[src/rs_settings.svh]
`ifndef RS_SETTINGS_SVH
`define RS_SETTINGS_SVH

// Reservation station sizing
`define RS_NUM_ENTRIES 4

// Operand and ROB tag widths
`define RS_XLEN 32
`define RS_ROBID_W 5

// Source operands per micro-op
`define RS_NUM_SOURCES 2

`endif

[src/rs_pkg.sv]
`include "rs_settings.svh"

package rs_pkg;

    typedef logic [`RS_XLEN-1:0] t_rv_reg_data;
    typedef logic [`RS_ROBID_W-1:0] t_robid;

    // Pending form of an operand word, tag in the low bits
    typedef struct packed {
        logic [`RS_XLEN-`RS_ROBID_W-1:0] pad;
        t_robid                          robid;
    } t_src_tag;

    // Read as a value when ready, as a producer tag when pending
    typedef union packed {
        t_rv_reg_data value;
        t_src_tag     tag;
    } t_src_word;

    typedef struct packed {
        logic [7:0] opcode;
        t_robid     robid;
        logic       src1_rob_pdg;
        t_src_word  src1;
        logic       src2_rob_pdg;
        t_src_word  src2;
    } t_uinstr_disp;

    typedef struct packed {
        logic      from_rob;
        t_src_word word;
    } t_rs_reg_trk_static;

    // One ROB result broadcast
    typedef struct packed {
        t_robid       robid;
        t_rv_reg_data data;
    } t_rob_result;

    typedef struct packed {
        logic [7:0]   opcode;
        t_robid       robid;
        t_rv_reg_data src1_val;
        t_rv_reg_data src2_val;
    } t_uinstr_iss;

endpackage

[src/rs_entry.sv]
`timescale 1ns/1ps
`include "rs_settings.svh"

module rs_entry (
    input  logic                 clk,
    input  logic                 reset,
    input  logic                 e_alloc,
    input  rs_pkg::t_uinstr_disp q_alloc_static,
    input  logic                 ro_valid,
    input  rs_pkg::t_rob_result  ro_result,
    input  logic                 e_gnt_issue,
    output logic                 e_valid,
    output logic                 e_req_issue,
    output rs_pkg::t_uinstr_iss  e_issue_pkt
);

    localparam int SRC1 = 0;
    localparam int SRC2 = 1;

    typedef enum logic {
        IDLE,
        VALID
    } t_ent_state;

    t_ent_state state;
    t_ent_state state_nxt;

    logic [7:0]     opcode_q;
    rs_pkg::t_robid robid_q;

    rs_pkg::t_rs_reg_trk_static   trk_static [`RS_NUM_SOURCES];
    rs_pkg::t_rv_reg_data         src_data   [`RS_NUM_SOURCES];
    logic [`RS_NUM_SOURCES-1:0]   src_ready;

    always_comb begin
        state_nxt = state;
        case (state)
            IDLE: begin
                if (e_alloc) begin
                    state_nxt = VALID;
                end
            end
            VALID: begin
                // Leaves on issue, no replay
                if (e_gnt_issue) begin
                    state_nxt = IDLE;
                end
            end
            default: state_nxt = IDLE;
        endcase
    end

    always_ff @(posedge clk) begin
        if (reset) begin
            state <= IDLE;
        end else begin
            state <= state_nxt;
        end
    end

    assign e_valid = (state == VALID);

    // Fields that only ride along to the issue packet
    always_ff @(posedge clk) begin
        if (e_alloc) begin
            opcode_q <= q_alloc_static.opcode;
            robid_q  <= q_alloc_static.robid;
        end
    end

    assign trk_static[SRC1].from_rob = q_alloc_static.src1_rob_pdg;
    assign trk_static[SRC1].word     = q_alloc_static.src1;
    assign trk_static[SRC2].from_rob = q_alloc_static.src2_rob_pdg;
    assign trk_static[SRC2].word     = q_alloc_static.src2;

    for (genvar s = 0; s < `RS_NUM_SOURCES; s++) begin : g_src_trk
        rs_reg_trk u_trk (
            .clk            (clk),
            .reset          (reset),
            .e_alloc        (e_alloc),
            .e_alloc_static (trk_static[s]),
            .ro_valid       (ro_valid),
            .ro_result      (ro_result),
            .ready          (src_ready[s]),
            .src_data       (src_data[s])
        );
    end

    assign e_req_issue = e_valid & (&src_ready);

    always_comb begin
        e_issue_pkt.opcode   = opcode_q;
        e_issue_pkt.robid    = robid_q;
        e_issue_pkt.src1_val = src_data[SRC1];
        e_issue_pkt.src2_val = src_data[SRC2];
    end

    a_no_alloc_valid: assert property (
        @(posedge clk) disable iff (reset) e_alloc |-> !e_valid
    ) else $error("rs_entry: allocated while valid");

    a_gnt_has_req: assert property (
        @(posedge clk) disable iff (reset) e_gnt_issue |-> e_req_issue
    ) else $error("rs_entry: grant without request");

endmodule

[src/rs_reg_trk.sv]
`timescale 1ns/1ps

module rs_reg_trk (
    input  logic                       clk,
    input  logic                       reset,
    input  logic                       e_alloc,
    input  rs_pkg::t_rs_reg_trk_static e_alloc_static,
    input  logic                       ro_valid,
    input  rs_pkg::t_rob_result        ro_result,
    output logic                       ready,
    output rs_pkg::t_rv_reg_data       src_data
);

    rs_pkg::t_robid wait_robid;
    logic           alloc_hit;
    logic           wait_hit;

    // Producer broadcasting in the same cycle as the allocation
    assign alloc_hit = e_alloc_static.from_rob & ro_valid &
                       (ro_result.robid == e_alloc_static.word.tag.robid);

    // Later broadcast for the tag we hold
    assign wait_hit = ~ready & ro_valid & (ro_result.robid == wait_robid);

    always_ff @(posedge clk) begin
        if (reset) begin
            ready <= 1'b0;
        end else if (e_alloc) begin
            ready <= ~e_alloc_static.from_rob | alloc_hit;
        end else if (wait_hit) begin
            ready <= 1'b1;
        end
    end

    // Operand value, and the tag while waiting
    always_ff @(posedge clk) begin
        if (e_alloc) begin
            wait_robid <= e_alloc_static.word.tag.robid;
            if (!e_alloc_static.from_rob) begin
                src_data <= e_alloc_static.word.value;
            end else if (alloc_hit) begin
                src_data <= ro_result.data;
            end
        end else if (wait_hit) begin
            src_data <= ro_result.data;
        end
    end

endmodule

[src/rs_select.sv]
`timescale 1ns/1ps
`include "rs_settings.svh"

module rs_select (
    input  logic [`RS_NUM_ENTRIES-1:0] e_valid,
    input  logic [`RS_NUM_ENTRIES-1:0] e_req_issue,
    output logic [`RS_NUM_ENTRIES-1:0] alloc_sel,
    output logic [`RS_NUM_ENTRIES-1:0] gnt,
    output logic                       full
);

    // One-hot of the lowest set bit, zero when none is set
    function automatic logic [`RS_NUM_ENTRIES-1:0] lowest_one(
        input logic [`RS_NUM_ENTRIES-1:0] vec
    );
        logic [`RS_NUM_ENTRIES-1:0] sel;
        logic                       found;
        sel   = '0;
        found = 1'b0;
        for (int i = 0; i < `RS_NUM_ENTRIES; i++) begin
            if (vec[i] && !found) begin
                sel[i] = 1'b1;
                found  = 1'b1;
            end
        end
        return sel;
    endfunction

    // Lowest idle entry takes the next dispatch
    assign alloc_sel = lowest_one(~e_valid);

    // Lowest requesting entry issues
    assign gnt = lowest_one(e_req_issue);

    assign full = &e_valid;

endmodule

[src/rs_top.sv]
`timescale 1ns/1ps
`include "rs_settings.svh"

module rs_top (
    input  logic                 clk,
    input  logic                 reset,
    input  logic                 disp_valid,
    input  rs_pkg::t_uinstr_disp disp_uinstr,
    input  logic                 ro_valid,
    input  rs_pkg::t_rob_result  ro_result,
    output logic                 full,
    output logic                 iss_valid,
    output rs_pkg::t_uinstr_iss  iss_pkt
);

    logic [`RS_NUM_ENTRIES-1:0] e_valid;
    logic [`RS_NUM_ENTRIES-1:0] e_req_issue;
    logic [`RS_NUM_ENTRIES-1:0] alloc_sel;
    logic [`RS_NUM_ENTRIES-1:0] e_alloc;
    logic [`RS_NUM_ENTRIES-1:0] gnt;

    rs_pkg::t_uinstr_iss e_issue_pkt [`RS_NUM_ENTRIES];
    rs_pkg::t_uinstr_iss gnt_pkt;

    assign e_alloc = alloc_sel & {`RS_NUM_ENTRIES{disp_valid}};

    for (genvar e = 0; e < `RS_NUM_ENTRIES; e++) begin : g_entry
        rs_entry u_entry (
            .clk            (clk),
            .reset          (reset),
            .e_alloc        (e_alloc[e]),
            .q_alloc_static (disp_uinstr),
            .ro_valid       (ro_valid),
            .ro_result      (ro_result),
            .e_gnt_issue    (gnt[e]),
            .e_valid        (e_valid[e]),
            .e_req_issue    (e_req_issue[e]),
            .e_issue_pkt    (e_issue_pkt[e])
        );
    end

    rs_select u_select (
        .e_valid     (e_valid),
        .e_req_issue (e_req_issue),
        .alloc_sel   (alloc_sel),
        .gnt         (gnt),
        .full        (full)
    );

    // Grant is one-hot, so a plain pick is enough
    always_comb begin
        gnt_pkt = '0;
        for (int i = 0; i < `RS_NUM_ENTRIES; i++) begin
            if (gnt[i]) begin
                gnt_pkt = e_issue_pkt[i];
            end
        end
    end

    always_ff @(posedge clk) begin
        if (reset) begin
            iss_valid <= 1'b0;
        end else begin
            iss_valid <= |gnt;
        end
    end

    always_ff @(posedge clk) begin
        if (|gnt) begin
            iss_pkt <= gnt_pkt;
        end
    end

    // Upstream has to stall on full
    a_no_disp_full: assert property (
        @(posedge clk) disable iff (reset) disp_valid |-> !full
    ) else $error("rs_top: dispatch while full");

endmodule

[config.mk]
export PLATFORM = sky130hd
export DESIGN_NAME = rs_top
export DESIGN_NICKNAME = d
export VERILOG_FILES = /design/src/rs_pkg.sv /design/src/rs_entry.sv /design/src/rs_reg_trk.sv /design/src/rs_select.sv /design/src/rs_top.sv
export VERILOG_INCLUDE_DIRS = /design/src
export SDC_FILE = /design/constraint.sdc
export NUM_CORES = 1
export LEC_CHECK = 0
export BUFFER_PORTS_ARGS = -buffer_cell sky130_fd_sc_hd__buf_2
export CORE_MARGIN = 5
export CORE_UTILIZATION = 40
export DETAILED_ROUTE_END_ITERATION = 12
export HOLD_SLACK_MARGIN = 0.03
export PLACE_DENSITY_LB_ADDON = 0.2
export SYNTH_ARGS = -nofsm -noshare
export SYNTH_HDL_FRONTEND = slang
export SYNTH_HIERARCHICAL = 1
export SYNTH_SLANG_ARGS = --single-unit
[constraint.sdc]
create_clock -name clk -period 8.15 [get_ports clk]
set_input_delay 0.4075 -clock clk [delete_from_list [all_inputs] [get_ports clk]]
set_output_delay 0.4075 -clock clk [all_outputs]
set_load 0.02 [all_outputs]
==> flow_summary.ini, run 1 <==
[timing]
setup_tns_ns = 0
final-hold-violation-count = 0
setup_ws_ns = 4.85
grt_setup_unrepaired = false
maxSlewHeadroom_pct = 33.4
tightest_slew_ns = 1.00
timing.fmax_ghz = 0.303
finalSetupViolCount = 0
period_needed_ns = 3.30
fin_crit_sh_pct = 40.5
skew_ns = 0.0229
slew_violations = 0

[cts]
clockBufferDepth = 3
cts_sinks = 438
cts_buffers = 49
htreeDepth = 2
cts_tree = built
postCtsSetupBuffers = 0
cts.clk_slew.worst_paths_ns = 0.06
cts_resized = 0
cts_root_buf = clkbuf_16
holdBufCountCts = 0
clock_latency_ns = 0.59

[floorplan]
dieArea_sq_um = 52700
rows = 80
top_level_ports = 199
die_x_microns = 230
start_util_pct = 40.4
fp.dieH_microns = 230
core_sq_um = 47700

[grt]
grt.total_usage_pct = 19.7
grt_pass1_vias = 12000
grt_pass1_wl_microns = 78600
antenna_found_initial = 9
grt_overflow = 0
grt_max_degree = 65

[placement]
globalplace.congestion = 0.723
place_area_sq_um = 21000
io_buffers = 198
dpl.hpwl_microns = 29600
dp_slack_ns = 4.83
dp_cells = 1984

[worst_setup_path]
reg2reg_slack_ns = 4.85
crit_type = reg2reg
timing.rr.end = iss_pkt[36]$_DFFE_PP_
critPathCaptureType = flop
crit_arrival_ns = 3.50
cp_data_required_time_ns = 8.36
startpoint_type = flop
crit_fanout = 53
reg2reg_from = g_entry[0].u_entry/e_valid$_SDFF_PP0_
r2r_cells = 5

[finish]
syn2layout_area_growth_pct = 16.3
drive_gt1_share_pct = 38.6
fin_util_pct = 47.0
fill_cells = 4138
nets = 1540
final_cell_area_sq_um = 22400
fin_cells = 2078

[power]
vdd_drop_max_mv = 0.128
pwr-share-seq_pct = 52.4
switching_share_pct = 22.1
clkPwrFrac_pct = 41.3
powerDensity_nw_per_um2 = 220
pwr-share-comb_pct = 6.4
switchingPower_w = 0.00109
power.internal_w = 0.00384
power_leakage_nw = 7.68

[routing]
dr.first_iter.drc_count = 839
via_count = 11800
antenna_left = 0
wl_per_cell_microns = 25.7
drt-vias-per-instance = 5.68
drc = 0
wl_microns = 53400
drtPass1Iterations = 5

[logic_synthesis]
synth-main-ff-cell = edfxtp_1
synth_common_cells = edfxtp_1 (425), mux2_2 (240), a21oi_1 (77), a22oi_1 (76), o22ai_1 (76)
syn_area_per_cell_sq_um = 15.8
synth_area_leaders = edfxtp_1 (66%), mux2_2 (14%), a22oi_1 (3.0%)
syn_nets = 1340
yosysTopAreaCell = edfxtp_1
synth-seq-area-share_pct = 67.5
yosys.area.top_type_share_pct = 66.2
async_reset_ff_share_pct = 0
synth.distinct_cells = 37
syn_inst = 1220
yosys_warnings = 6
yosys_register_bits = 438
synth_most_common_cell = edfxtp_1
synth_edf_count = 425
syn_area_sq_um = 19300

[flow_run]
maxCapViolations = 0

[worst_hold_path]
holdCritPathClass = in2reg
worstHoldStart = disp_uinstr[68]
min_to = g_entry[0].u_entry/robid_q[2]$_DFFE_PP_
holdPathStages = 1

[status]
status = finished, final reports clean
logic make-up (layout without fill, tap and decap cells):
family | count (synthesis) | in the layout | synth area share [%]
other | 0 | 6 | 0
flip-flops | 438 | 438 | 67.5
AO/OA/AOI/OAI | 275 | 275 | 9.53
multiplexers | 256 | 256 | 15.0
XOR/XNOR | 56 | 56 | 2.54
AND/OR/NAND/NOR | 85 | 85 | 2.72
buffers and inverters | 110 | 347 | 2.71
worst max-delay path: stages (launching register included):
cell and delay (ns):
dfxtp_1 0.35, and3_2 0.29, nor3b_1 0.68, nor2_4 0.31
nand2_4 0.43, buf_4 0.82
per-layer routing:
layer	up-vias	track usage, %	part of all wire (%)	routed length [microns]
li1	5280	-	-	-
met1	6082	26.2	43	22800
met2	353	33.2	49	26300
met3	76	3.72	5.7	3020
met4	6	5.41	2.2	1150
met5	-	0	0.077	41
registers in the layout, summed over array words and instances (netlist names):
| register | cells |
|---|---|
| g_entry.u_entry/g_src_trk.u_trk/src_data | 256 |
| g_entry.u_entry/opcode_q | 32 |
| g_entry.u_entry/g_src_trk.u_trk/wait_robid | 40 |
| iss_valid | 1 |
| iss_pkt | 77 |
| g_entry.u_entry/e_valid | 4 |
| g_entry.u_entry/robid_q | 20 |
| g_entry.u_entry/g_src_trk.u_trk/ready | 8 |
placed cells by master, fill, tap and decap left out, types with 6 or more instances in the layout:
cell type	synthesis	layout
edfxtp_1	425	425
mux2_2	240	240
buf_2	43	198
a21oi_1	77	77
a22oi_1	76	76
o22ai_1	76	76
clkbuf_16	0	49
inv_1	35	34
xor2_1	32	32
buf_4	5	26
xnor2_1	24	24
nand2b_1	24	16
mux2_1	16	16
clkinv_1	0	14
dfxtp_1	13	13
clkinv_2	0	10
nor2_4	0	9
nor2b_1	10	9
clkbuf_1	22	8
nand2b_2	1	8
nor4_1	8	8
nand2_1	9	8
a31oi_1	8	8
a222oi_1	8	8
or2b_1	8	8
o2111a_1	8	8
a41oi_1	8	8
a211oi_1	8	8
diode_2	0	6
through the flow:
stage               power, W  hold slack, ns
finish               0.00493          0.0635
global route         0.00510          0.0469
CTS                  0.00498          0.0310
detailed placement   0.00295           0.464
global placement     0.00294           0.463
floorplan            0.00280           0.434
power by group through the flow:
stage,sequential [W],clock [W],combinational (W)
after floorplan,0.00263,0,0.000164
after CTS,0.00258,0.00208,0.000318
final,0.00258,0.00203,0.000315
after global routing,0.00259,0.00217,0.000341
after detailed placement,0.00263,0,0.000316
after global placement,0.00263,0,0.000309
cell type report:
type	count	area [sq um]	share of cell area (%)
Clock buffer	60	1300	5.79
Timing Repair Buffer	224	1190	5.29
Antenna cell	6	15.0	0.0669
Tap cell	615	769	3.43
Sequential cell	438	13000	58.1
Multi-Input combinational cell	672	5850	26.1
Inverter	35	131	0.586
Clock inverter	28	158	0.703
how the worst max path moves through the flow:
| stage | start | depth (start not counted) | endpoint | slack (ns) |
|---|---|---|---|---|
| 4_1_cts | g_entry[0].u_entry/e_valid$_SDFF_PP0_ | 5 | iss_pkt[36]$_DFFE_PP_ | 4.82 |
| 5_1_grt | g_entry[0].u_entry/e_valid$_SDFF_PP0_ | 5 | iss_pkt[23]$_DFFE_PP_ | 4.61 |
| 2_1_floorplan | g_entry[1].u_entry/e_valid$_SDFF_PP0_ | 6 | iss_pkt[0]$_DFFE_PP_ | 4.58 |
| 3_5_place_dp | g_entry[0].u_entry/e_valid$_SDFF_PP0_ | 5 | iss_pkt[37]$_DFFE_PP_ | 4.83 |
| 3_3_place_gp | g_entry[0].u_entry/e_valid$_SDFF_PP0_ | 5 | iss_pkt[40]$_DFFE_PP_ | 4.84 |
| 6_report | g_entry[0].u_entry/e_valid$_SDFF_PP0_ | 5 | iss_pkt[36]$_DFFE_PP_ | 4.85 |
Note: power is estimated with default switching activity, not from simulation.
==> inputs of run 2 (changes only) <==
==> constraint.sdc (replaced) <==
create_clock -name clk -period 3.2 [get_ports clk]
set_input_delay 0.16 -clock clk [delete_from_list [all_inputs] [get_ports clk]]
set_output_delay 0.16 -clock clk [all_outputs]
set_load 0.02 [all_outputs]
==> run 2 against run 1 <==
Sequential share of layout area is 4.3 points lower. Via count increased by 4.2%. Final cell count is 7.4% higher. Flip-flop and latch count stayed put. Register-to-register slack got worse by 4.6 ns. Wire length grew 1.3%. Global-route usage increased by 0.35 points. Die area unchanged. Clock power rose to 2.8 times the previous value. Highest routed layer unchanged.
==> flow_summary.ini, run 2 (synthesis results as in run 1) <==
[status]
status = finished, final reports clean

[flow_run]
maxCapViolations = 0

[grt]
gr-max-usage-layer = met2
grt_use_met2_pct = 34.1
grt_pass1_wl_microns = 81500
grt.met3_usage_pct = 3.55
grt_max_degree = 79
grt.total_usage_pct = 20.0
grt_overflow = 0
grt_pass1_vias = 12800
met1_usage_pct = 26.7
antenna_found_initial = 2

[timing]
finalSetupViolCount = 0
setup_ws_ns = 0.222
setup_tns_ns = 0
final-hold-violation-count = 0
grt_setup_unrepaired = false
fin_crit_sh_pct = 93.1
tightest_slew_ns = 0.980
timing.fmax_ghz = 0.336
skew_ns = 0.00981
slew_violations = 0
maxSlewHeadroom_pct = 34.5
period_needed_ns = 2.98

[finish]
most-common-layout-cells = edfxtp_1 (425), mux2_2 (240), buf_2 (198), dlygate4sd3_1 (137), a21oi_1 (77)
top_regs = g_entry.u_entry/g_src_trk.u_trk/src_data (256), iss_pkt (77), g_entry.u_entry/g_src_trk.u_trk/wait_robid (40)
nets = 1698
top_register = g_entry.u_entry/g_src_trk.u_trk/src_data
largest_reg_flops = 256
syn2layout_area_growth_pct = 25.7
drive_gt1_share_pct = 36.5
layout_commonest_cell = edfxtp_1

[floorplan]
dieArea_sq_um = 52700
top_level_ports = 199
die_x_microns = 230
core_sq_um = 47700
rows = 80
start_util_pct = 40.4
fp.dieH_microns = 230

[worst_setup_path]
crit_type = reg2reg
critPathCaptureType = flop
crit_fanout = 22
startpoint_type = flop
timing.rr.end = g_entry[3].u_entry/g_src_trk[0].u_trk/src_data[21]$_DFFE_PP_
reg2reg_from = g_entry[0].u_entry/e_valid$_SDFF_PP0_
reg2reg_slack_ns = 0.22
cp_data_required_time_ns = 3.51
crit_arrival_ns = 3.29
r2r_cells = 7

[cts]
cts_root_buf = clkbuf_16
cts_tree = built
cts_buffers = 48
cts_sinks = 438
clock_latency_ns = 0.57
htreeDepth = 2
postCtsSetupBuffers = 0
clockBufferDepth = 3
cts.clk_slew.worst_paths_ns = 0.06

[routing]
drtPass1Iterations = 5
drc = 0
via_count = 12300
wl_per_cell_microns = 24.2
drt-vias-per-instance = 5.51
antenna_left = 0
wl_microns = 54100
dr.first_iter.drc_count = 696

[worst_hold_path]
worstHoldStart = disp_uinstr[0]
holdPathStages = 2
holdCritPathClass = in2reg

[power]
vdd_drop_max_mv = 0.320
powerDensity_nw_per_um2 = 549
power_leakage_nw = 8.48

[placement]
globalplace.congestion = 0.766
dpl.hpwl_microns = 31100
io_buffers = 198
dp_slack_ns = 0.406
-- run 2: changes by cell type in the layout (fill, tap and decap cells not counted), moves of 3 or more --
cell / previous run / this run
dlygate4sd3_1: 0 / 137
buf_4: 26 / 40
buf_12: 0 / 8
bufinv_16: 1 / 7
diode_2: 6 / 1
clkinv_1: 14 / 10
clkinv_2: 10 / 7
clkinvlp_4: 1 / 4
-- run 2: final cells by class --
type,instances,area (sq um)
fillers,4065,23500
flip-flops and latches,438,13000
multi-input cells,672,5850
repair buffers,383,2820
clock buffers,58,1310
well taps,615,769
clock inverters,29,322
inverters,35,131
diodes,1,2.50
-- run 2: worst max-delay path by stage --
stage	cells after the start	slack, ns	start	end
finish	7	0.22	g_entry[0].u_entry/e_valid$_SDFF_PP0_	g_entry[3].u_entry/g_src_trk[0].u_trk/src_data[21]$_DFFE_PP_
global route	7	0.07	g_entry[0].u_entry/e_valid$_SDFF_PP0_	g_entry[3].u_entry/g_src_trk[0].u_trk/src_data[21]$_DFFE_PP_
CTS	7	0.03	g_entry[0].u_entry/e_valid$_SDFF_PP0_	g_entry[3].u_entry/g_src_trk[0].u_trk/src_data[21]$_DFFE_PP_
detailed placement	6	0.41	ro_result[33]	g_entry[2].u_entry/g_src_trk[1].u_trk/src_data[4]$_DFFE_PP_
global placement	6	0.41	ro_result[33]	g_entry[2].u_entry/g_src_trk[1].u_trk/src_data[4]$_DFFE_PP_
floorplan	4	0.02	g_entry[0].u_entry/e_valid$_SDFF_PP0_	g_entry[1].u_entry/g_src_trk[0].u_trk/src_data[0]$_DFFE_PP_
-- run 2: repair_timing --
action                                  4_1_cts  5_1_grt
hold buffers                                137        0
endpoints found under the hold margin       351        0
resized for setup                             0        1
endpoints found under the setup margin        0        1
-- run 2: worst max-delay path, stage by stage, from the launching register on --
cell and delay (ns):
dfxtp_1 0.43, and4b_1 0.21, and2_2 0.30, buf_4 0.35
nand2b_2 0.30, buf_12 0.27, mux2_2 0.27, dlygate4sd3_1 0.55
-- run 2: metal layers --
metal  vias to the layer above  wire length (microns)  share of wire, %
met2                       352                  26500                49
met1                      6282                  23500                43
met5                         -                      7             0.013
met3                        77                   2820               5.2
met4                         2                   1220               2.3
li1                       5575                      -                 -
-- run 2: report_power, final --
part | switching [W] | total, W | internal, W
Sequential | 0.0000556 | 0.00658 | 0.00652
Clock | 0.00228 | 0.00575 | 0.00348
Combinational | 0.000514 | 0.000971 | 0.000457
Total | 0.00285 | 0.0133 | 0.0105
-- run 2: through the flow --
step	util [%]	area (sq um)	std cells	hold slack, ns	power, W
finish	50.8	24200	2231	0.0706	0.0133
global placement	44.4	21200	2006	0.379	0.00751
floorplan	-	19300	1220	0.222	0.00712
global route	50.7	24200	2230	0.0562	0.0137
CTS	50.7	24200	2230	0.0400	0.0134
detailed placement	44.4	21200	2006	0.383	0.00752
